File: src/logic/trap_pkg.sv
// machine mode only, no delegation or nesting; csr_view_t carries mie as a sixth word
package trap_pkg;

    localparam int XLEN = 32;

    // request kind offered by the core at an instruction boundary
    typedef enum logic [2:0] {
        NONE,
        ECALL,
        EBREAK,
        ILLEGAL,
        MIS_FETCH,
        MIS_LOAD,
        MIS_STORE,
        MRET
    } exc_e;

    typedef enum logic [5:0] {
        IDLE      = 6'b000001,
        PENDING   = 6'b000010,
        W_MEPC    = 6'b000100,
        W_MSTATUS = 6'b001000,
        W_MTVAL   = 6'b010000,
        W_MCAUSE  = 6'b100000
    } trap_state_e;

    // synchronous exception codes
    localparam logic [XLEN-1:0] CAUSE_MIS_FETCH = 32'd0;
    localparam logic [XLEN-1:0] CAUSE_ILLEGAL   = 32'd2;
    localparam logic [XLEN-1:0] CAUSE_EBREAK    = 32'd3;
    localparam logic [XLEN-1:0] CAUSE_MIS_LOAD  = 32'd4;
    localparam logic [XLEN-1:0] CAUSE_MIS_STORE = 32'd6;
    localparam logic [XLEN-1:0] CAUSE_ECALL     = 32'd11;
    // interrupt codes, top bit marks an interrupt
    localparam logic [XLEN-1:0] CAUSE_INT_EXT   = 32'h8000_000b;
    localparam logic [XLEN-1:0] CAUSE_INT_TIMER = 32'h8000_0007;
    localparam logic [XLEN-1:0] CAUSE_INT_SOFT  = 32'h8000_0003;

    localparam logic [11:0] CSR_MSTATUS = 12'h300;
    localparam logic [11:0] CSR_MIE     = 12'h304;
    localparam logic [11:0] CSR_MTVEC   = 12'h305;
    localparam logic [11:0] CSR_MEPC    = 12'h341;
    localparam logic [11:0] CSR_MCAUSE  = 12'h342;
    localparam logic [11:0] CSR_MTVAL   = 12'h343;

    localparam int MIE  = 3;  // mstatus bits
    localparam int MPIE = 7;
    localparam int MEIE = 11; // mie bits
    localparam int MTIE = 7;
    localparam int MSIE = 3;

    typedef struct packed {
        logic [XLEN-1:0] pc;
        logic [XLEN-1:0] next_pc; // already resolved by the core, taken jumps included
        logic [XLEN-1:0] inst;
        exc_e            kind;
    } trap_req_t;

    typedef struct packed {
        logic            we;
        logic [11:0]     addr;
        logic [XLEN-1:0] data;
    } csr_wr_t;

    typedef struct packed {
        logic [XLEN-1:0] mstatus;
        logic [XLEN-1:0] mie;
        logic [XLEN-1:0] mtvec;
        logic [XLEN-1:0] mepc;
        logic [XLEN-1:0] mcause;
        logic [XLEN-1:0] mtval;
    } csr_view_t;

    typedef struct packed {
        logic            is_mret;
        logic            is_int;
        logic [XLEN-1:0] cause;
        logic [XLEN-1:0] epc;
        logic [XLEN-1:0] tval;
    } trap_info_t;

endpackage
File: src/logic/clint_pkg.sv
// write-only configuration bus, one cycle per write; mtime is 32 bits and wraps
package clint_pkg;

    localparam int CFG_AW  = 12;
    localparam int TIMER_W = 32;

    // timer region, the CSR region reuses the trap_pkg addresses
    localparam logic [CFG_AW-1:0] MTIMECMP_ADDR = 12'h800;
    localparam logic [CFG_AW-1:0] MSIP_ADDR     = 12'h804;

    // no timer interrupt until software programs a compare value
    localparam logic [TIMER_W-1:0] MTIMECMP_RST = '1;

    typedef struct packed {
        logic [CFG_AW-1:0]        addr;
        logic [trap_pkg::XLEN-1:0] data;
    } cfg_wr_t;

endpackage

File: src/logic/trap_ctrl_top.sv
// single hart, machine mode; a request is accepted only when req_ready_o is high
`timescale 1ns/1ps

module trap_ctrl_top (
    input  logic                      clk,
    input  logic                      rst_n,
    input  logic                      req_valid_i,
    input  trap_pkg::trap_req_t       req_i,
    output logic                      req_ready_o,
    input  logic                      hold_i,       // busy atomic op
    input  logic                      ext_irq_i,
    input  logic                      cfg_valid_i,
    input  clint_pkg::cfg_wr_t        cfg_i,
    output logic                      redirect_valid_o,
    output logic [trap_pkg::XLEN-1:0] redirect_pc_o,
    output trap_pkg::csr_view_t       csr_o
);

    logic                 timer_irq;
    logic                 soft_irq;
    logic                 take;
    logic                 accept;
    trap_pkg::trap_info_t info;
    trap_pkg::csr_wr_t    csr_wr;
    trap_pkg::csr_view_t  view;

    clint_timer clint_timer_i (
        .clk        (clk),
        .rst_n      (rst_n),
        .cfg_valid_i(cfg_valid_i),
        .cfg_i      (cfg_i),
        .timer_irq_o(timer_irq),
        .soft_irq_o (soft_irq)
    );

    trap_select trap_select_i (
        .clk        (clk),
        .rst_n      (rst_n),
        .req_valid_i(req_valid_i),
        .req_i      (req_i),
        .accept_i   (accept),
        .ext_irq_i  (ext_irq_i),
        .timer_irq_i(timer_irq),
        .soft_irq_i (soft_irq),
        .view_i     (view),
        .take_o     (take),
        .info_o     (info)
    );

    trap_fsm trap_fsm_i (
        .clk             (clk),
        .rst_n           (rst_n),
        .req_valid_i     (req_valid_i),
        .take_i          (take),
        .hold_i          (hold_i),
        .info_i          (info),
        .view_i          (view),
        .req_ready_o     (req_ready_o),
        .accept_o        (accept),
        .csr_wr_o        (csr_wr),
        .redirect_valid_o(redirect_valid_o),
        .redirect_pc_o   (redirect_pc_o)
    );

    mcsr_file mcsr_file_i (
        .clk        (clk),
        .rst_n      (rst_n),
        .csr_wr_i   (csr_wr),
        .cfg_valid_i(cfg_valid_i),
        .cfg_i      (cfg_i),
        .view_o     (view)
    );

    assign csr_o = view;

endmodule

File: src/logic/mcsr_file.sv
// no read port; trap FSM write wins over a configuration write to the same CSR
`timescale 1ns/1ps

module mcsr_file (
    input  logic                clk,
    input  logic                rst_n,
    input  trap_pkg::csr_wr_t   csr_wr_i,
    input  logic                cfg_valid_i,
    input  clint_pkg::cfg_wr_t  cfg_i,
    output trap_pkg::csr_view_t view_o
);

    trap_pkg::csr_view_t view_q;

    // next value of one CSR given its address and current contents
    function automatic logic [trap_pkg::XLEN-1:0] next_csr(
        input logic [11:0]               addr,
        input logic [trap_pkg::XLEN-1:0] cur
    );
        logic [trap_pkg::XLEN-1:0] val;
        val = cur;
        if (csr_wr_i.we && (csr_wr_i.addr == addr)) begin
            val = csr_wr_i.data;
        end else if (cfg_valid_i && (cfg_i.addr == addr)) begin
            val = cfg_i.data;
        end
        return val;
    endfunction

    always_ff @(posedge clk or negedge rst_n) begin
        if (!rst_n) begin
            view_q <= '0;
        end else begin
            view_q.mstatus <= next_csr(trap_pkg::CSR_MSTATUS, view_q.mstatus);
            view_q.mie     <= next_csr(trap_pkg::CSR_MIE, view_q.mie);
            view_q.mtvec   <= next_csr(trap_pkg::CSR_MTVEC, view_q.mtvec);
            view_q.mepc    <= next_csr(trap_pkg::CSR_MEPC, view_q.mepc);
            view_q.mcause  <= next_csr(trap_pkg::CSR_MCAUSE, view_q.mcause);
            view_q.mtval   <= next_csr(trap_pkg::CSR_MTVAL, view_q.mtval);
        end
    end

    assign view_o = view_q; // writes show up the cycle after they are issued

endmodule

File: src/logic/trap_fsm.sv
// one CSR write per cycle after PENDING; hold_i only stalls the PENDING exit
`timescale 1ns/1ps

module trap_fsm (
    input  logic                          clk,
    input  logic                          rst_n,
    input  logic                          req_valid_i,
    input  logic                          take_i,
    input  logic                          hold_i,
    input  trap_pkg::trap_info_t          info_i,
    input  trap_pkg::csr_view_t           view_i,
    output logic                          req_ready_o,
    output logic                          accept_o,
    output trap_pkg::csr_wr_t             csr_wr_o,
    output logic                          redirect_valid_o,
    output logic [trap_pkg::XLEN-1:0]     redirect_pc_o
);

    trap_pkg::trap_state_e         state_q;
    trap_pkg::trap_state_e         state_d;
    logic                          leave_pend;
    logic [trap_pkg::XLEN-1:0]     vec_base;
    logic [trap_pkg::XLEN-1:0]     trap_target;
    logic [trap_pkg::XLEN-1:0]     mstatus_trap;
    logic [trap_pkg::XLEN-1:0]     mstatus_mret;
    logic                          redir_q;
    logic [trap_pkg::XLEN-1:0]     redir_pc_q;

    assign req_ready_o = (state_q == trap_pkg::IDLE);
    assign accept_o    = req_valid_i & req_ready_o;
    assign leave_pend  = (state_q == trap_pkg::PENDING) && !hold_i;

    // vectored mode applies to interrupts only with 4 bytes per cause
    assign vec_base    = {view_i.mtvec[trap_pkg::XLEN-1:2], 2'b00};
    assign trap_target = (info_i.is_int && view_i.mtvec[0]) ?
                         vec_base + {info_i.cause[trap_pkg::XLEN-3:0], 2'b00} : vec_base;

    always_comb begin
        mstatus_trap                 = view_i.mstatus;
        mstatus_trap[trap_pkg::MPIE] = view_i.mstatus[trap_pkg::MIE];
        mstatus_trap[trap_pkg::MIE]  = 1'b0; // interrupts off in the handler
        mstatus_mret                 = view_i.mstatus;
        mstatus_mret[trap_pkg::MIE]  = view_i.mstatus[trap_pkg::MPIE];
        mstatus_mret[trap_pkg::MPIE] = 1'b1;
    end

    always_comb begin
        state_d = state_q;
        case (state_q)
            trap_pkg::IDLE: begin
                if (accept_o && take_i) state_d = trap_pkg::PENDING;
            end
            trap_pkg::PENDING: begin
                if (!hold_i) begin
                    state_d = info_i.is_mret ? trap_pkg::W_MSTATUS : trap_pkg::W_MEPC;
                end
            end
            trap_pkg::W_MEPC:    state_d = trap_pkg::W_MSTATUS;
            trap_pkg::W_MSTATUS: state_d = info_i.is_mret ? trap_pkg::IDLE : trap_pkg::W_MTVAL;
            trap_pkg::W_MTVAL:   state_d = trap_pkg::W_MCAUSE;
            default:             state_d = trap_pkg::IDLE;
        endcase
    end

    always_ff @(posedge clk or negedge rst_n) begin
        if (!rst_n) begin
            state_q <= trap_pkg::IDLE;
            redir_q <= 1'b0;
        end else begin
            state_q <= state_d;
            redir_q <= leave_pend; // single pulse as PENDING is left once
        end
    end

    always_ff @(posedge clk or negedge rst_n) begin
        if (!rst_n) begin
            redir_pc_q <= '0;
        end else if (leave_pend) begin
            redir_pc_q <= info_i.is_mret ? view_i.mepc : trap_target;
        end
    end

    // write port follows the state directly
    always_comb begin
        csr_wr_o = '0;
        case (state_q)
            trap_pkg::W_MEPC: begin
                csr_wr_o.we   = 1'b1;
                csr_wr_o.addr = trap_pkg::CSR_MEPC;
                csr_wr_o.data = info_i.epc;
            end
            trap_pkg::W_MSTATUS: begin
                csr_wr_o.we   = 1'b1;
                csr_wr_o.addr = trap_pkg::CSR_MSTATUS;
                csr_wr_o.data = info_i.is_mret ? mstatus_mret : mstatus_trap;
            end
            trap_pkg::W_MTVAL: begin
                csr_wr_o.we   = 1'b1;
                csr_wr_o.addr = trap_pkg::CSR_MTVAL;
                csr_wr_o.data = info_i.tval;
            end
            trap_pkg::W_MCAUSE: begin
                csr_wr_o.we   = 1'b1;
                csr_wr_o.addr = trap_pkg::CSR_MCAUSE;
                csr_wr_o.data = info_i.cause;
            end
            default: csr_wr_o = '0;
        endcase
    end

    assign redirect_valid_o = redir_q;
    assign redirect_pc_o    = redir_pc_q;

endmodule

File: src/logic/trap_select.sv
// take_o is combinational from the live request; info_o holds the last accepted trap
`timescale 1ns/1ps

module trap_select (
    input  logic                 clk,
    input  logic                 rst_n,
    input  logic                 req_valid_i,
    input  trap_pkg::trap_req_t  req_i,
    input  logic                 accept_i,
    input  logic                 ext_irq_i,
    input  logic                 timer_irq_i,
    input  logic                 soft_irq_i,
    input  trap_pkg::csr_view_t  view_i,
    output logic                 take_o,
    output trap_pkg::trap_info_t info_o
);

    logic                 glb_en;
    logic                 ext_en;
    logic                 tmr_en;
    logic                 sw_en;
    logic                 int_pend;
    trap_pkg::trap_info_t info_d;
    trap_pkg::trap_info_t info_q;

    assign glb_en = view_i.mstatus[trap_pkg::MIE];
    assign ext_en = ext_irq_i & view_i.mie[trap_pkg::MEIE] & glb_en;
    assign tmr_en = timer_irq_i & view_i.mie[trap_pkg::MTIE] & glb_en;
    assign sw_en  = soft_irq_i & view_i.mie[trap_pkg::MSIE] & glb_en;

    assign int_pend = ext_en | tmr_en | sw_en;
    assign take_o   = req_valid_i & ((req_i.kind != trap_pkg::NONE) | int_pend);

    // exception > mret > external > timer > software
    always_comb begin
        info_d         = '0;
        info_d.epc     = req_i.pc;
        info_d.is_mret = (req_i.kind == trap_pkg::MRET);
        case (req_i.kind)
            trap_pkg::ECALL:  info_d.cause = trap_pkg::CAUSE_ECALL;
            trap_pkg::EBREAK: info_d.cause = trap_pkg::CAUSE_EBREAK;
            trap_pkg::ILLEGAL: begin
                info_d.cause = trap_pkg::CAUSE_ILLEGAL;
                info_d.tval  = req_i.inst; // offending instruction word
            end
            trap_pkg::MIS_FETCH: begin
                info_d.cause = trap_pkg::CAUSE_MIS_FETCH;
                info_d.tval  = req_i.pc;
            end
            trap_pkg::MIS_LOAD: begin
                info_d.cause = trap_pkg::CAUSE_MIS_LOAD;
                info_d.tval  = req_i.next_pc; // core puts the data address here
            end
            trap_pkg::MIS_STORE: begin
                info_d.cause = trap_pkg::CAUSE_MIS_STORE;
                info_d.tval  = req_i.next_pc;
            end
            trap_pkg::MRET: info_d.cause = '0; // target comes from mepc
            default: begin
                // plain instruction, only an interrupt can trap here
                info_d.is_int = 1'b1;
                info_d.epc    = req_i.next_pc; // resume after the retiring instruction
                if (ext_en) begin
                    info_d.cause = trap_pkg::CAUSE_INT_EXT;
                end else if (tmr_en) begin
                    info_d.cause = trap_pkg::CAUSE_INT_TIMER;
                end else begin
                    info_d.cause = trap_pkg::CAUSE_INT_SOFT;
                end
            end
        endcase
    end

    always_ff @(posedge clk or negedge rst_n) begin
        if (!rst_n) begin
            info_q <= '0;
        end else if (accept_i && take_o) begin
            info_q <= info_d;
        end
    end

    assign info_o = info_q;

endmodule

File: src/logic/clint_timer.sv
// timer_irq_o lags the mtime >= mtimecmp compare by one cycle; msip is bit 0 of its word
`timescale 1ns/1ps

module clint_timer (
    input  logic               clk,
    input  logic               rst_n,
    input  logic               cfg_valid_i,
    input  clint_pkg::cfg_wr_t cfg_i,
    output logic               timer_irq_o,
    output logic               soft_irq_o
);

    logic [clint_pkg::TIMER_W-1:0] mtime_q;
    logic [clint_pkg::TIMER_W-1:0] mtimecmp_q;
    logic                          msip_q;
    logic                          timer_irq_q;
    logic                          cmp_we;
    logic                          msip_we;

    // address decode for the timer region
    assign cmp_we  = cfg_valid_i && (cfg_i.addr == clint_pkg::MTIMECMP_ADDR);
    assign msip_we = cfg_valid_i && (cfg_i.addr == clint_pkg::MSIP_ADDR);

    // free running, wraps at 2^32
    always_ff @(posedge clk or negedge rst_n) begin
        if (!rst_n) begin
            mtime_q <= '0;
        end else begin
            mtime_q <= mtime_q + 1'b1;
        end
    end

    always_ff @(posedge clk or negedge rst_n) begin
        if (!rst_n) begin
            mtimecmp_q <= clint_pkg::MTIMECMP_RST;
            msip_q     <= 1'b0;
        end else begin
            if (cmp_we) begin
                mtimecmp_q <= cfg_i.data[clint_pkg::TIMER_W-1:0];
            end
            if (msip_we) begin
                msip_q <= cfg_i.data[0];
            end
        end
    end

    // registered compare keeps the adder off the trap decision path
    always_ff @(posedge clk or negedge rst_n) begin
        if (!rst_n) begin
            timer_irq_q <= 1'b0;
        end else begin
            timer_irq_q <= (mtime_q >= mtimecmp_q);
        end
    end

    assign timer_irq_o = timer_irq_q;
    assign soft_irq_o  = msip_q;

endmodule

File: config.mk
export PLATFORM = sky130hd
export DESIGN_NAME = trap_ctrl_top
export DESIGN_NICKNAME = d
export VERILOG_FILES = /design/src/logic/trap_pkg.sv /design/src/logic/clint_pkg.sv /design/src/logic/trap_ctrl_top.sv /design/src/logic/mcsr_file.sv /design/src/logic/trap_fsm.sv /design/src/logic/trap_select.sv /design/src/logic/clint_timer.sv
export SDC_FILE = /design/constraint.sdc
export NUM_CORES = 1
export LEC_CHECK = 0
export ABC_CLOCK_PERIOD_IN_PS = 2300
export BUFFER_PORTS_ARGS = -buffer_cell sky130_fd_sc_hd__buf_2
export CORE_MARGIN = 3
export CORE_UTILIZATION = 25
export DETAILED_ROUTE_END_ITERATION = 16
export PLACE_DENSITY = 0.52
export RECOVER_POWER = 25
export REMOVE_ABC_BUFFERS = 1
export SETUP_SLACK_MARGIN = 0.05
export SYNTH_ARGS = -nofsm -noshare
export SYNTH_HDL_FRONTEND = slang
export SYNTH_SLANG_ARGS = --single-unit
File: constraint.sdc
create_clock -name clk -period 2.3 [get_ports clk]
set_clock_uncertainty 0.1 [all_clocks]
set_input_delay 0.115 -clock clk [delete_from_list [all_inputs] [get_ports clk]]
set_output_delay 0.115 -clock clk [all_outputs]
set_load 0.02 [all_outputs]
# Yosys cells after proc, flatten, opt, wreduce, memory -nomap -nowiden
# Index checks and enable logic that the tools add are counted.
[classes]
bitwise = 11
n_mux = 27
reduce_logical = 29
magnitude_cmp = 1
eq_ne = 29
n_addsub = 2
[ops]
columns = ["operator", "count"]
rows = [
  ["2-to-1 mux 32 bit", 15],
  ["case mux 32 bit (6 select lines)", 1],
  ["case mux 45 bit (4 select lines)", 1],
  ["equality test 12 x 10 -> 1 bit (second input constant)", 12],
  ["case mux 32 bit (3 select lines)", 1],
  ["adder 32 x 1 -> 32 bit (second input constant)", 1],
  ["adder 32 bit", 1],
  [">= comparator 32 bit", 1],
  ["case mux 6 bit (5 select lines)", 1],
  ["equality test 12 bit (second input constant)", 2],
  ["logical AND 1 bit", 17],
  ["equality test 3 bit (second input constant)", 4],
  ["2-to-1 mux 6 bit", 2],
  ["nonzero test 2 bit", 6],
  ["bitwise AND 1 bit", 8],
  ["2-to-1 mux 4 bit", 2],
  ["2-to-1 mux 8 bit", 1],
  ["OR reduction 7 bit", 1],
  ["equality test 3 x 2 -> 1 bit (second input constant)", 2],
  ["equality test 6 x 1 -> 1 bit (second input constant)", 1],
  ["equality test 6 x 2 -> 1 bit (second input constant)", 1],
  ["equality test 6 x 3 -> 1 bit (second input constant)", 1],
  ["equality test 6 x 4 -> 1 bit (second input constant)", 1],
  ["equality test 6 x 5 -> 1 bit (second input constant)", 1],
  ["11 further kinds", 15],
]
[word_totals]
elab_cells = 117
reg_bits = 395

# Logic depth before layout (Yosys ltp)
# Gate-level depths: netlist (run 1).
[depth]
depth_word = 9
mapped_depth = 8
mapped_depth_nobuf = 7

# Hierarchy
# Synthesis (run 1) repeated with hierarchy kept, for this count alone.
[hier_totals]
cells_unflattened = 2320
area_unflattened_um2 = 22128.7
[modules_own_cells]
columns = ["module", "instances", "cells_each", "area_per_inst_um2", "seq_area_each_um2"]
rows = [
  ["mcsr_file", 1, 1038, 9803.2, 4804.6],
  ["trap_select", 1, 349, 4486.8, 1776.7],
  ["trap_fsm", 1, 594, 4365.4, 977.2],
  ["clint_timer", 1, 339, 3473.3, 1691.6],
]

# Worst setup path before layout (run 1)
# No wires, ideal clock.
[synth_path]
kind = "register to register"
startpoint = "register mcsr_file_i.view_q (netlist bit mcsr_file_i.view_o[98])"
endpoint = "register trap_fsm_i.redir_pc_q (netlist bit trap_fsm_i.redirect_pc_o[24])"
setup_time_ns = 0.127
stages_incl_launch_ff = 8
n_path_buf = 0
arrival_ns = 2.080
setup_slack_ns = -0.007
cell_sequence = "dfrtp_1 > ha_1 > fa_1 > a211oi_1 > nor2_1 > a31o_2 > a21oi_1 > o21ai_0"
[synth_via]
elab_chain_cells = 3
[synth_rtl]
columns = ["item", "line", "text"]
rows = [
  ["start, declared", "mcsr_file.sv:13", "trap_pkg::csr_view_t view_q;"],
  ["adder 32 bit", "trap_fsm.sv:36", "vec_base + {info_i.cause[trap_pkg::XLEN-3:0], 2'b00} : vec_base;"],
  ["2-to-1 mux 32 bit", "trap_fsm.sv:35", "assign trap_target = (info_i.is_int && view_i.mtvec[0]) ?"],
  ["2-to-1 mux 32 bit", "trap_fsm.sv:79", "redir_pc_q <= info_i.is_mret ? view_i.mepc : trap_target;"],
  ["end signal, assigned", "trap_fsm.sv:79", ""],
  ["end, declared", "trap_fsm.sv:27", "logic [trap_pkg::XLEN-1:0] redir_pc_q;"],
]
# No other way between the ends.
# A chain may end at the register's enable or synchronous reset.

# Worst setup path after layout (run 1)
[layout_path]
startpoint = "register trap_fsm_i.state_q[2]"
endpoint = "register mcsr_file_i.view_q (netlist bit mcsr_file_i.view_o[182])"
[layout_via]
elab_chain_cells = 5
word_cells_on_any_way = 9
classes_between = "eq/ne: 5; mux: 2; reduce/logical: 2"
[layout_rtl]
columns = ["item", "line", "text"]
rows = [
  ["start, declared", "trap_fsm.sv:19", "trap_pkg::trap_state_e state_q;"],
  ["start signal, assigned", "trap_fsm.sv:67", "state_q <= trap_pkg::IDLE;"],
  ["start signal, assigned", "trap_fsm.sv:70", "state_q <= state_d;"],
  ["equality test 6 bit (tied with other cells)", "trap_fsm.sv:86", "case (state_q)"],
  ["case mux 45 bit (4 select lines) (*)", "trap_fsm.sv:86", ""],
  ["equality test 12 x 10 -> 1 bit", "mcsr_file.sv:22", "if (csr_wr_i.we && (csr_wr_i.addr == addr)) begin"],
  ["logical AND 1 bit", "mcsr_file.sv:22", ""],
  ["2-to-1 mux 32 bit or nonzero test 2 bit (tied branches)", "--", ""],
]
# Every way passes the cells marked *; elsewhere a longest branch is shown, timed or not.

==> run summary, run 1 <==
Outcome: complete, but fails checks
Failing checks: max-capacitance violations, max-slew violations
Req. time, crit path: 2650 ps
Max Cap Viol: 1
Clk slew on worst S/H paths: 60 ps
Max clock buf depth: 3
Share of the synthesized area in the top cell type: 46.0%
Comb pwr share: 27.3%
Hold WS: 36.6 ps
Antenna violations before repair: 2
Mean Syn Cell Area: 10.7 sq um
NumNets Final: 2,496
Post-synth top area cell: dfrtp_1
Drt wl/cell: 22.6 um
Setup TNS: 0 ps
CTS Sinks: 368
Vias: 16,000
Count of input and output buffers: 374
Pre-CTS setup slack: -104 ps
Util after Layout: 35.6%
Vias in the first global route: 16,400
Reg2Reg Setup Slack: 40 ps
CP Capture Type: register
CTS buffer count: 46
Top post-synthesis cells by area: dfrtp_1, mux2i_1, mux2_2
Die boundary width: 276 um
Die area: 76,200 sq um
Crit Path Max Fanout: 11
CTS root buffer: clkbuf_16
Top post-synthesis cells by count: dfrtp_1, nand2_1, o21ai_0
Worst path arrival time: 2600 ps
Placement Cell Area: 21,800 sq um
Inst Count DP: 3,009
Clk pwr share: 33.5%
Fin crit period: 2260 ps
Worst setup margin: 44.8 ps
Global-route wire length before repair: 106,000 um
Sequential-to-total area share from yosys stat: 50.7%
Final Max Tran Viols: 9
Max transition margin: -0.808%
Grt met3 use: 3.88%
GRT overflow: 0
# setup viols final: 0
Core area: 71,900 sq um
Synth unique cells: 69
Gate Count Post-Synth: 1,707
Area Overhead vs Synth: 40.3%
RSZ-0062 raised after global routing: true
Tcrit/Tclk final: 98.1%
Seq pwr share: 39.2%
Post-Route WL: 74,500 um
Flops & latches, synth: 368
WS Path Type: register to register
Critical path's largest stage delay: 510 ps
Tot Pwr: 22.7 mW
Top Usage Layer GRT: met2
Post-synth EDFFs: 0
Fraction of layout cells with a size suffix above 1: 31.2%
PD cells: 889 nW/um^2
Worst-Skew Late Latency: 570 ps
Grt met1 use: 23.7%
Synth warn: 0
Via density: 4.86
Async set-reset flop share out of synthesis: 100%
H-Tree Depth: 2
Switching pwr: 7.83 mW
Leak: 12.7 nW
Net Sw Frac: 34.5%
Post-synth top flop: dfrtp_1
Post-route DRC: 0
Site row count: 98
Worst reg2reg startpoint: trap_fsm_i.state_q[2]$_DFFE_PN0P_
Final Cell Area: 25,600 sq um
Layout Cells excl Fill: 3,294
Mapped cell area: 18,200 sq um
HPWL Detailed: 50,600 um
IO Count: 375
TritonCTS clock tree: done
Chip Height: 276 um
Crit path cell chain: buf_4, or4_4, nor3b_4, nor3_2, buf_12, mux2_2
Initial core utilization: 25.4%
FMAX: 0.443 GHz
Worst hold start: req_i[55]
Slew @ Worst Pin: 1510 ps
GRT Util Overall: 18.2%
Pint: 14.9 mW
First DRT Iteration DRCs: 1,055
Peak VDD IR: 0.508 mV
CP startpoint: trap_fsm_i.state_q[2]$_DFFE_PN0P_
M2 GR Usage: 30.3%
1st-pass router iterations: 7
CP Launch Type: register
Hold Crit Class: input port to register
Most common cell in the netlist: dfrtp_1
Largest net degree at the start of global routing: 68
Final hold vios: 0
GP Congestion: 0.830
Detail Route Antenna Nets: 0
Slowest cell on the critical path: or4_4
power groups by stage:
stage          combinational (mW)  sequential [mW]  clock [mW]
6_report                     6.21             8.91        7.61
5_1_grt                      6.73             9.07        8.06
4_1_cts                      5.80             8.91        7.80
3_5_place_dp                 5.47             9.00           0
3_3_place_gp                 5.41             8.96           0
2_1_floorplan                1.98             9.64           0
repair_timing:
action	in CTS	in global routing
setup endpoints to repair	13	74
pin swaps	3	9
setup buffers	2	9
gates cloned	0	9
hold buffers	182	0
hold endpoints to repair	633	0
resized for setup	9	22
flip-flops by register name, summed over array words and instances, names as in the netlist:
| signal | flops |
|---|---|
| clint_timer_i.mtime_q | 32 |
| clint_timer_i.mtimecmp_q | 32 |
| clint_timer_i.soft_irq_o | 1 |
| clint_timer_i.timer_irq_o | 1 |
| mcsr_file_i.view_o | 192 |
| trap_fsm_i.redirect_pc_o | 32 |
| trap_fsm_i.redirect_valid_o | 1 |
| trap_fsm_i.state_q | 6 |
| trap_select_i.info_o | 71 |
worst max-delay path, delay by kind of cell, from the launching register on:
kind	cells	cell delay (ps)
DFF	1	440
and+or+nand+nor	3	960
muxes	1	290
buffers and inverters	2	300
cells by family (layout without fill, tap and decap cells):
kind of cell	Yosys count	count (layout)	synth area share [%]
AND/OR/NAND/NOR	452	452	12.0
AO/OA/AOI/OAI	385	385	13.1
flip-flops	368	368	50.7
multiplexers	264	264	15.2
buffers and inverters	148	784	3.73
XOR/XNOR	52	52	2.50
adder cells (fa/ha/maj)	38	38	2.65
other	0	1	0
metal layers:
metal,vias to the layer above,wire length (um)
li1,7341,-
met1,8072,32300
met2,500,35600
met3,104,4570
met4,2,2060
met5,-,8
path summary, 6_finish.rpt:
| path | to | cells past startpoint |
|---|---|---|
| setup / recovery | mcsr_file_i.view_o[182]$_DFFE_PN0P_ | 6 |
| hold / removal | trap_select_i.info_o[20]$_DFFE_PN0P_ | 5 |
| setup reg to reg | mcsr_file_i.view_o[182]$_DFFE_PN0P_ | 6 |
| hold reg to reg | trap_fsm_i.redirect_pc_o[0]$_DFFE_PN0P_ | 2 |
| max in group asynchronous | trap_fsm_i.state_q[2]$_DFFE_PN0P_ | 3 |
| min in group asynchronous | trap_fsm_i.state_q[0]$_DFFE_PN1P_ | 2 |
layout by cell type, fill, tap and decap left out, types with 7 or more instances in the layout:
| master | count |
|---|---|
| nand3_1 | 35 |
| dfrtp_1 | 333 |
| buf_12 | 24 |
| and3_1 | 17 |
| clkbuf_16 | 57 |
| and4_1 | 12 |
| ha_1 | 34 |
| clkbuf_1 | 14 |
| dfstp_2 | 33 |
| nor2_1 | 36 |
| a21oi_1 | 65 |
| xor2_1 | 28 |
| mux2_2 | 107 |
| clkbuf_8 | 7 |
| mux2i_1 | 156 |
| a221o_1 | 20 |
| xnor2_1 | 24 |
| nor4_1 | 9 |
| nor3_1 | 7 |
| nand4_1 | 20 |
| a21o_1 | 7 |
| nand2_1 | 265 |
| buf_4 | 67 |
| inv_1 | 41 |
| o22ai_1 | 10 |
| o21ai_0 | 183 |
| buf_2 | 370 |
| a22o_1 | 64 |
| dlygate4sd3_1 | 181 |
final cells by class:
class	instances	area [sq um]
Fill cell	7231	46300
Antenna cell	1	2.50
Inverter	42	158
Multi-Input combinational cell	1191	8480
Clock buffer	67	1360
Tap cell	950	1190
Clock inverter	15	211
Sequential cell	368	9250
Timing Repair Buffer	660	4920
No activity file was read; power rests on OpenSTA's default activity.
==> inputs of run 2 (changes only) <==
--- a/config.mk
+++ b/config.mk
@@ -5,12 +5,15 @@
 export SDC_FILE = /design/constraint.sdc
 export NUM_CORES = 1
 export LEC_CHECK = 0
+export ABC_AREA = 1
 export ABC_CLOCK_PERIOD_IN_PS = 2300
 export BUFFER_PORTS_ARGS = -buffer_cell sky130_fd_sc_hd__buf_2
+export CELL_PAD_IN_SITES_DETAIL_PLACEMENT = 1
+export CELL_PAD_IN_SITES_GLOBAL_PLACEMENT = 2
 export CORE_MARGIN = 3
 export CORE_UTILIZATION = 25
 export DETAILED_ROUTE_END_ITERATION = 16
-export PLACE_DENSITY = 0.52
+export PLACE_DENSITY = 0.75
 export RECOVER_POWER = 25
 export REMOVE_ABC_BUFFERS = 1
 export SETUP_SLACK_MARGIN = 0.05
==> run 2 against run 1 <==
Highest routed layer is now met4. Clock power shrank 3.0%. Largest cell class unchanged. The flow finishes with violations (negative hold slack). Routed wire length grew 12%. Synthesized area is 0.93% lower. Power is 2.8% lower. Design area down 3.1%.
==> run summary, run 2 <==
Outcome: complete, but fails checks
Failing checks: negative hold slack
Gate Count Post-Synth: 2,180
Util after Layout: 35.0%
Worst-Skew Late Latency: 570 ps
Worst hold start: req_valid_i
Via density: 4.81
Fin crit period: 2170 ps
IO Count: 375
RSZ-0062 raised after global routing: true
Multi-input combinational cell area: 7650 sq um
Die area: 75,500 sq um
Worst path arrival time: 2560 ps
CP Launch Type: input port
CTS root buffer: clkbuf_16
Inst Count DP: 3,475
TritonCTS clock tree: done
Mapped cell area: 18,100 sq um
Pre-CTS setup slack: 31.9 ps
Vias in the first global route: 19,500
First DRT Iteration DRCs: 1,064
Detail Route Antenna Nets: 0
Top post-synthesis cells by area: dfrtp_1, nand2_1, o21ai_0
Reg2Reg Setup Slack: 150 ps
GRT Util Overall: 21.6%
Largest family of logic cells by synthesized area: simple AND/OR/NAND/NOR gates
Hold WS: -21.5 ps
Family with the most delay on the worst path: buffers and inverters
Post-synthesis compound-gate area fraction: 13.0%
Most common cell in the netlist: nand2_1
HPWL Detailed: 60,600 um
Leak: 11.7 nW
Peak VDD IR: 0.425 mV
Synth warn: 0
NumNets Final: 2,941
Global-route wire length before repair: 123,000 um
Slew @ Worst Pin: 1210 ps
Slowest cell on the critical path: dlygate4sd3_1
CP Buf/Inv Count: 6
R2R cell count: 11
Most frequent cells in the layout: nand2_1, buf_2, dfrtp_1
Hold Crit Endpoint: trap_select_i.info_o[31]$_DFFE_PN0P_
CTS Sinks: 368
Worst Hold Depth: 5
FMAX: 0.460 GHz
Post-route DRC: 0
Post-synthesis mux area share: 0.0554%
Async set-reset flop share out of synthesis: 100%
H-Tree Depth: 2
PD cells: 891 nW/um^2
Setup TNS: 0 ps
Mean Syn Cell Area: 8.29 sq um
Layout Cells excl Fill: 3,727
CTS buffer count: 43
Share of the synthesized area in the top cell type: 46.4%
Commonest non-fill, non-tap cell in the layout: nand2_1
Post-Synth Adder-Cell Area: 2.67%
Initial core utilization: 25.5%
Hold Crit Class: input port to register
1st-pass router iterations: 5
Top post-synthesis cells by count: nand2_1, dfrtp_1, o21ai_0
CP Capture Type: register
Post-synth top flop: dfrtp_1
GRT overflow: 0
Sequential-to-total area share from yosys stat: 51.2%
Worst reg2reg startpoint: mcsr_file_i.view_o[99]$_DFFE_PN0P_
Number of cells on the critical path: 11
Post-Route WL: 83,500 um
XOR/XNOR Fraction of Synth Area: 1.70%
Crit Path Max Fanout: 16
Worst setup margin: 128 ps
Tcrit/Tclk final: 94.4%
Max Cap Viol: 0
Simple logic cell fraction of the synthesized area: 24.3%
Clk slew on worst S/H paths: 60 ps
Post-synth top area cell: dfrtp_1
Post-synth EDFFs: 0
# setup viols final: 0
Max transition margin: 19.2%
Final hold vios: 7
Crit path cell chain: dlygate4sd3_1, buf_2, inv_1, nor2_4, buf_12, clkbuf_16, nand2_1, o211ai_1, dlygate4sd3_1, nand2_1, o21ai_0
Core area: 70,800 sq um
GP Congestion: 0.874
Antenna violations before repair: 2
Chip Height: 275 um
Synth unique cells: 45
Die boundary width: 275 um
Count of input and output buffers: 374
Final Max Tran Viols: 0
Filler Cells Inserted: 8,410
Largest net degree at the start of global routing: 81
Critical path's largest stage delay: 590 ps
Flops & latches, synth: 368
Fraction of layout cells with a size suffix above 1: 22.7%
Drt wl/cell: 22.4 um
Req. time, crit path: 2690 ps
Max clock buf depth: 3
Area Overhead vs Synth: 37.2%
Max reg flops: 192
Site row count: 97
Register area: 9260 sq um
WS Path Type: input port to register
Vias: 17,900
R2R Path End: trap_fsm_i.redirect_pc_o[11]$_DFFE_PN0P_
-- run 2: changes by cell type after synthesis, sizes merged, moves of 64 or more --
cell / before / now
nand2: 265 / 658
inv: 42 / 212
mux2i: 156 / 1
nand3: 38 / 189
mux2: 108 / 0
nor2: 38 / 103
a22o: 64 / 0
-- run 2: stage by stage --
step | power, mW | area (sq um)
4_1_cts | 22.2 | 24600
2_1_floorplan | 11.6 | 17600
6_report | 22.1 | 24800
3_5_place_dp | 14.5 | 21500
3_3_place_gp | 14.3 | 21500
5_1_grt | 23.3 | 24800
-- run 2: worst register-to-register path: cells and delay by family, from the launching register on --
kind                       cells  cell delay, ps
adders and majority gates      1             320
DFF                            1             440
buffers and inverters          1             150
xor gates and xnor gates       1             250
and+or+nand+nor                7             580
AOI/OAI and AO/OA              1             210
-- run 2: cell type report --
type,count,area share (%)
clock inverter,12,0.782
multi-input combinational,1495,30.8
clock buffer,64,5.27
tap,940,4.74
timing repair buffer,632,17.8
sequential,368,37.3
inverter,214,3.26
antenna,2,0.0202
-- run 2: layer usage --
metal	global-route usage (%)	vias to the layer above	share of wire [%]
li1	-	8351	-
met1	26.6	9021	42
met2	37.3	419	49
met3	5.05	126	6.1
met4	6.85	0	3.1
met5	0	-	0
-- run 2: cell families (layout without fill, tap and decap cells) --
group	Yosys count	after routing
fa+ha+maj	38	38
buf+inv	317	922
xor+xnor	35	35
mux	1	1
flops	368	368
other cells	0	2
compound gates	402	402
simple gates	1019	1019
-- run 2: how the worst max path moves through the flow --
stage,slack [ps],endpoint,startpoint
floorplan,-590,trap_select_i.info_o[36]$_DFFE_PN0P_,req_i[0]
global placement,70,trap_fsm_i.redirect_pc_o[8]$_DFFE_PN0P_,mcsr_file_i.view_o[98]$_DFFE_PN0P_
detailed placement,30,trap_fsm_i.redirect_pc_o[8]$_DFFE_PN0P_,mcsr_file_i.view_o[98]$_DFFE_PN0P_
CTS,80,trap_fsm_i.redirect_pc_o[16]$_DFFE_PN0P_,trap_select_i.info_o[66]$_DFFE_PN0P_
global route,-40,trap_fsm_i.redirect_pc_o[16]$_DFFE_PN0P_,trap_select_i.info_o[64]$_DFFE_PN0P_
finish,130,trap_select_i.info_o[17]$_DFFE_PN0P_,req_i[2]
-- run 2: power breakdown --
part | total (mW) | internal [mW] | leakage (nW) | switching (mW)
clock network | 7.38 | 4.48 | 0.734 | 2.89
logic | 5.98 | 2.02 | 6.54 | 3.96
registers | 8.75 | 7.83 | 4.45 | 0.918
total | 22.1 | 14.3 | 11.7 | 7.78
-- run 2: timing repair --
action	4_1_cts	5_1_grt
hold buffers	162	1
hold endpoints to repair	472	1
endpoints found under the setup margin	1	43
gates resized for setup	0	28
setup buffers	1	10
pin swaps	1	8
cloned	0	2
==> inputs of run 3 (changes only) <==
--- a/config.mk
+++ b/config.mk
@@ -12,7 +12,9 @@
 export CELL_PAD_IN_SITES_GLOBAL_PLACEMENT = 2
 export CORE_MARGIN = 3
 export CORE_UTILIZATION = 25
+export CTS_CLUSTER_SIZE = 10
 export DETAILED_ROUTE_END_ITERATION = 16
+export MAX_ROUTING_LAYER = met4
 export PLACE_DENSITY = 0.75
 export RECOVER_POWER = 25
 export REMOVE_ABC_BUFFERS = 1
==> run 3 against run 2 <==
Clock-buffer cell count is 18 higher. Die area stayed put. Setup slack worse by 36 ps. Via count is 0.37% higher. The run now ends clean. Critical endpoint is now trap_select_i.info_o[28]$_DFFE_PN0P_. First-iteration DRC count is 0.47% lower. Hold slack better by 120 ps. Power is 1.0% lower. Clock power is 2.7% lower. Flip-flop and latch count stayed put. Sequential share of layout area is 0.23 points higher. Register-to-register slack better by 30 ps.
==> run summary, run 3 (synthesized netlist as in run 2, its figures left out) <==
Post-route DRC: 0
NumNets Final: 2,929
Vias: 18,000
RSZ-0062 raised after global routing: false
Peak VDD IR: 0.598 mV
CP Launch Type: input port
Setup TNS: 0 ps
Via density: 4.83
Initial core utilization: 25.5%
Worst-Skew Late Latency: 580 ps
Detail Route Antenna Nets: 0
Site row count: 97
Final Max Tran Viols: 0
Crit Path Max Fanout: 13
TritonCTS clock tree: done
Antenna violations before repair: 5
Max transition margin: 7.68%
# setup viols final: 0
HPWL Detailed: 59,700 um
GRT Util Overall: 22.2%
Drt wl/cell: 22.3 um
WS Path Type: input port to register
Slew @ Worst Pin: 1380 ps
Final hold vios: 0
First DRT Iteration DRCs: 1,059
Commonest non-fill, non-tap cell in the layout: nand2_1
Req. time, crit path: 2700 ps
Placement Cell Area: 21,400 sq um
Max clock buf depth: 3
CTS root buffer: clkbuf_16
Final Cell Area: 24,600 sq um
Fin crit period: 2210 ps
Clk pwr share: 32.8%
Chip Height: 275 um
Leak: 11.7 nW
Post-Route WL: 82,800 um
Hold WS: 95.3 ps
IO Count: 375
CTS buffer count: 46
Global-route wire length before repair: 122,000 um
Largest net degree at the start of global routing: 81
Filler Cells Inserted: 8,485
Count of input and output buffers: 374
Switching pwr: 7.83 mW
Most frequent cells in the layout: nand2_1, buf_2, dfrtp_1
1st-pass router iterations: 5
Seq pwr share: 39.9%
Die area: 75,500 sq um
H-Tree Depth: 2
Net Sw Frac: 35.8%
Max Cap Viol: 0
Outcome: finished, final reports clean
CP Capture Type: register
CTS Sinks: 368
Util after Layout: 34.8%
Reg2Reg Setup Slack: 180 ps
Vias in the first global route: 19,200
Core area: 70,800 sq um
GRT overflow: 0
Max reg flops: 192
Tot Pwr: 21.9 mW
Area Overhead vs Synth: 36.3%
Tcrit/Tclk final: 96.0%
PD cells: 888 nW/um^2
FMAX: 0.453 GHz
Fraction of layout cells with a size suffix above 1: 22.0%
GP Congestion: 0.898
Hold Crit Class: input port to register
Die boundary width: 275 um
Clk slew on worst S/H paths: 60 ps
Comb pwr share: 27.3%
Worst path arrival time: 2610 ps
Pint: 14.0 mW
[run 3: cell types whose count changed in the layout (fill, tap and decap cells not counted), sizes merged]
cell	before	now
diode	2	3
clkinv	7	5
inv	211	212
dlygate4sd3	161	163
clkbuf	83	89
buf	452	447
clkinvlp	3	0
bufinv	5	0
[run 3: path summary, 6_finish.rpt]
path	from	to	cells after the start
min	cfg_i[32]	mcsr_file_i.view_o[39]$_DFFE_PN0P_	5
min in group asynchronous	rst_n	mcsr_file_i.view_o[92]$_DFFE_PN0P_	3
max reg2reg	trap_fsm_i.state_q[0]$_DFFE_PN1P_	mcsr_file_i.view_o[187]$_DFFE_PN0P_	6
max	req_i[0]	trap_select_i.info_o[28]$_DFFE_PN0P_	11
min reg2reg	mcsr_file_i.view_o[143]$_DFFE_PN0P_	mcsr_file_i.view_o[143]$_DFFE_PN0P_	2
max in group asynchronous	rst_n	trap_fsm_i.redirect_pc_o[6]$_DFFE_PN0P_	3
[run 3: per-stage QoR]
stage	cells	setup slack (ps)
after floorplan	2077	-589
after global placement	3465	61.3
after detailed placement	3465	47.6
after CTS	3716	76.2
after global routing	3722	39.2
final	3722	92.0
[run 3: metal layers]
metal  track usage, %  vias to the layer above  wire (um)
met4             7.80                        0       3180
li1                 -                     8342          -
met3             4.65                      138       4560
met5                -                        -          0
met2             36.3                      448      39800
met1             27.1                     9056      35300
[run 3: final cells by class]
type / instances / area [sq um] / share of cell area [%]
diodes: 3 / 7.51 / 0.0305
clock buffers: 82 / 1450 / 5.89
clock inverters: 3 / 15.0 / 0.0609
inverters: 214 / 808 / 3.28
multi-input cells: 1495 / 7620 / 30.9
flip-flops and latches: 368 / 9250 / 37.6
well taps: 940 / 1180 / 4.77
repair buffers: 617 / 4310 / 17.5
[run 3: power by group through the flow]
stage / registers [mW] / clock network, mW / logic (mW)
finish: 8.73 / 7.18 / 5.96
global route: 8.89 / 7.62 / 6.51
CTS: 8.72 / 7.34 / 5.94
detailed placement: 8.81 / 0 / 5.66
global placement: 8.76 / 0 / 5.55
floorplan: 9.61 / 0 / 1.94
[run 3: what timing repair did]
action | CTS | global route
hold endpoints to repair | 539 | 0
cloned | 0 | 1
buffers inserted | 2 | 2
pin swaps | 2 | 2
hold buffers | 164 | 0
endpoints found under the setup margin | 2 | 37
resized for setup | 1 | 18
[run 3: worst max-delay path, cell delays in order]
cell and delay [ps]:
dlygate4sd3_1 520, buf_2 140, inv_1 80, nand2_2 110
buf_4 220, nand3_4 170, buf_12 200, o211ai_1 290
dlygate4sd3_1 620, nand2_1 60, o21ai_0 70
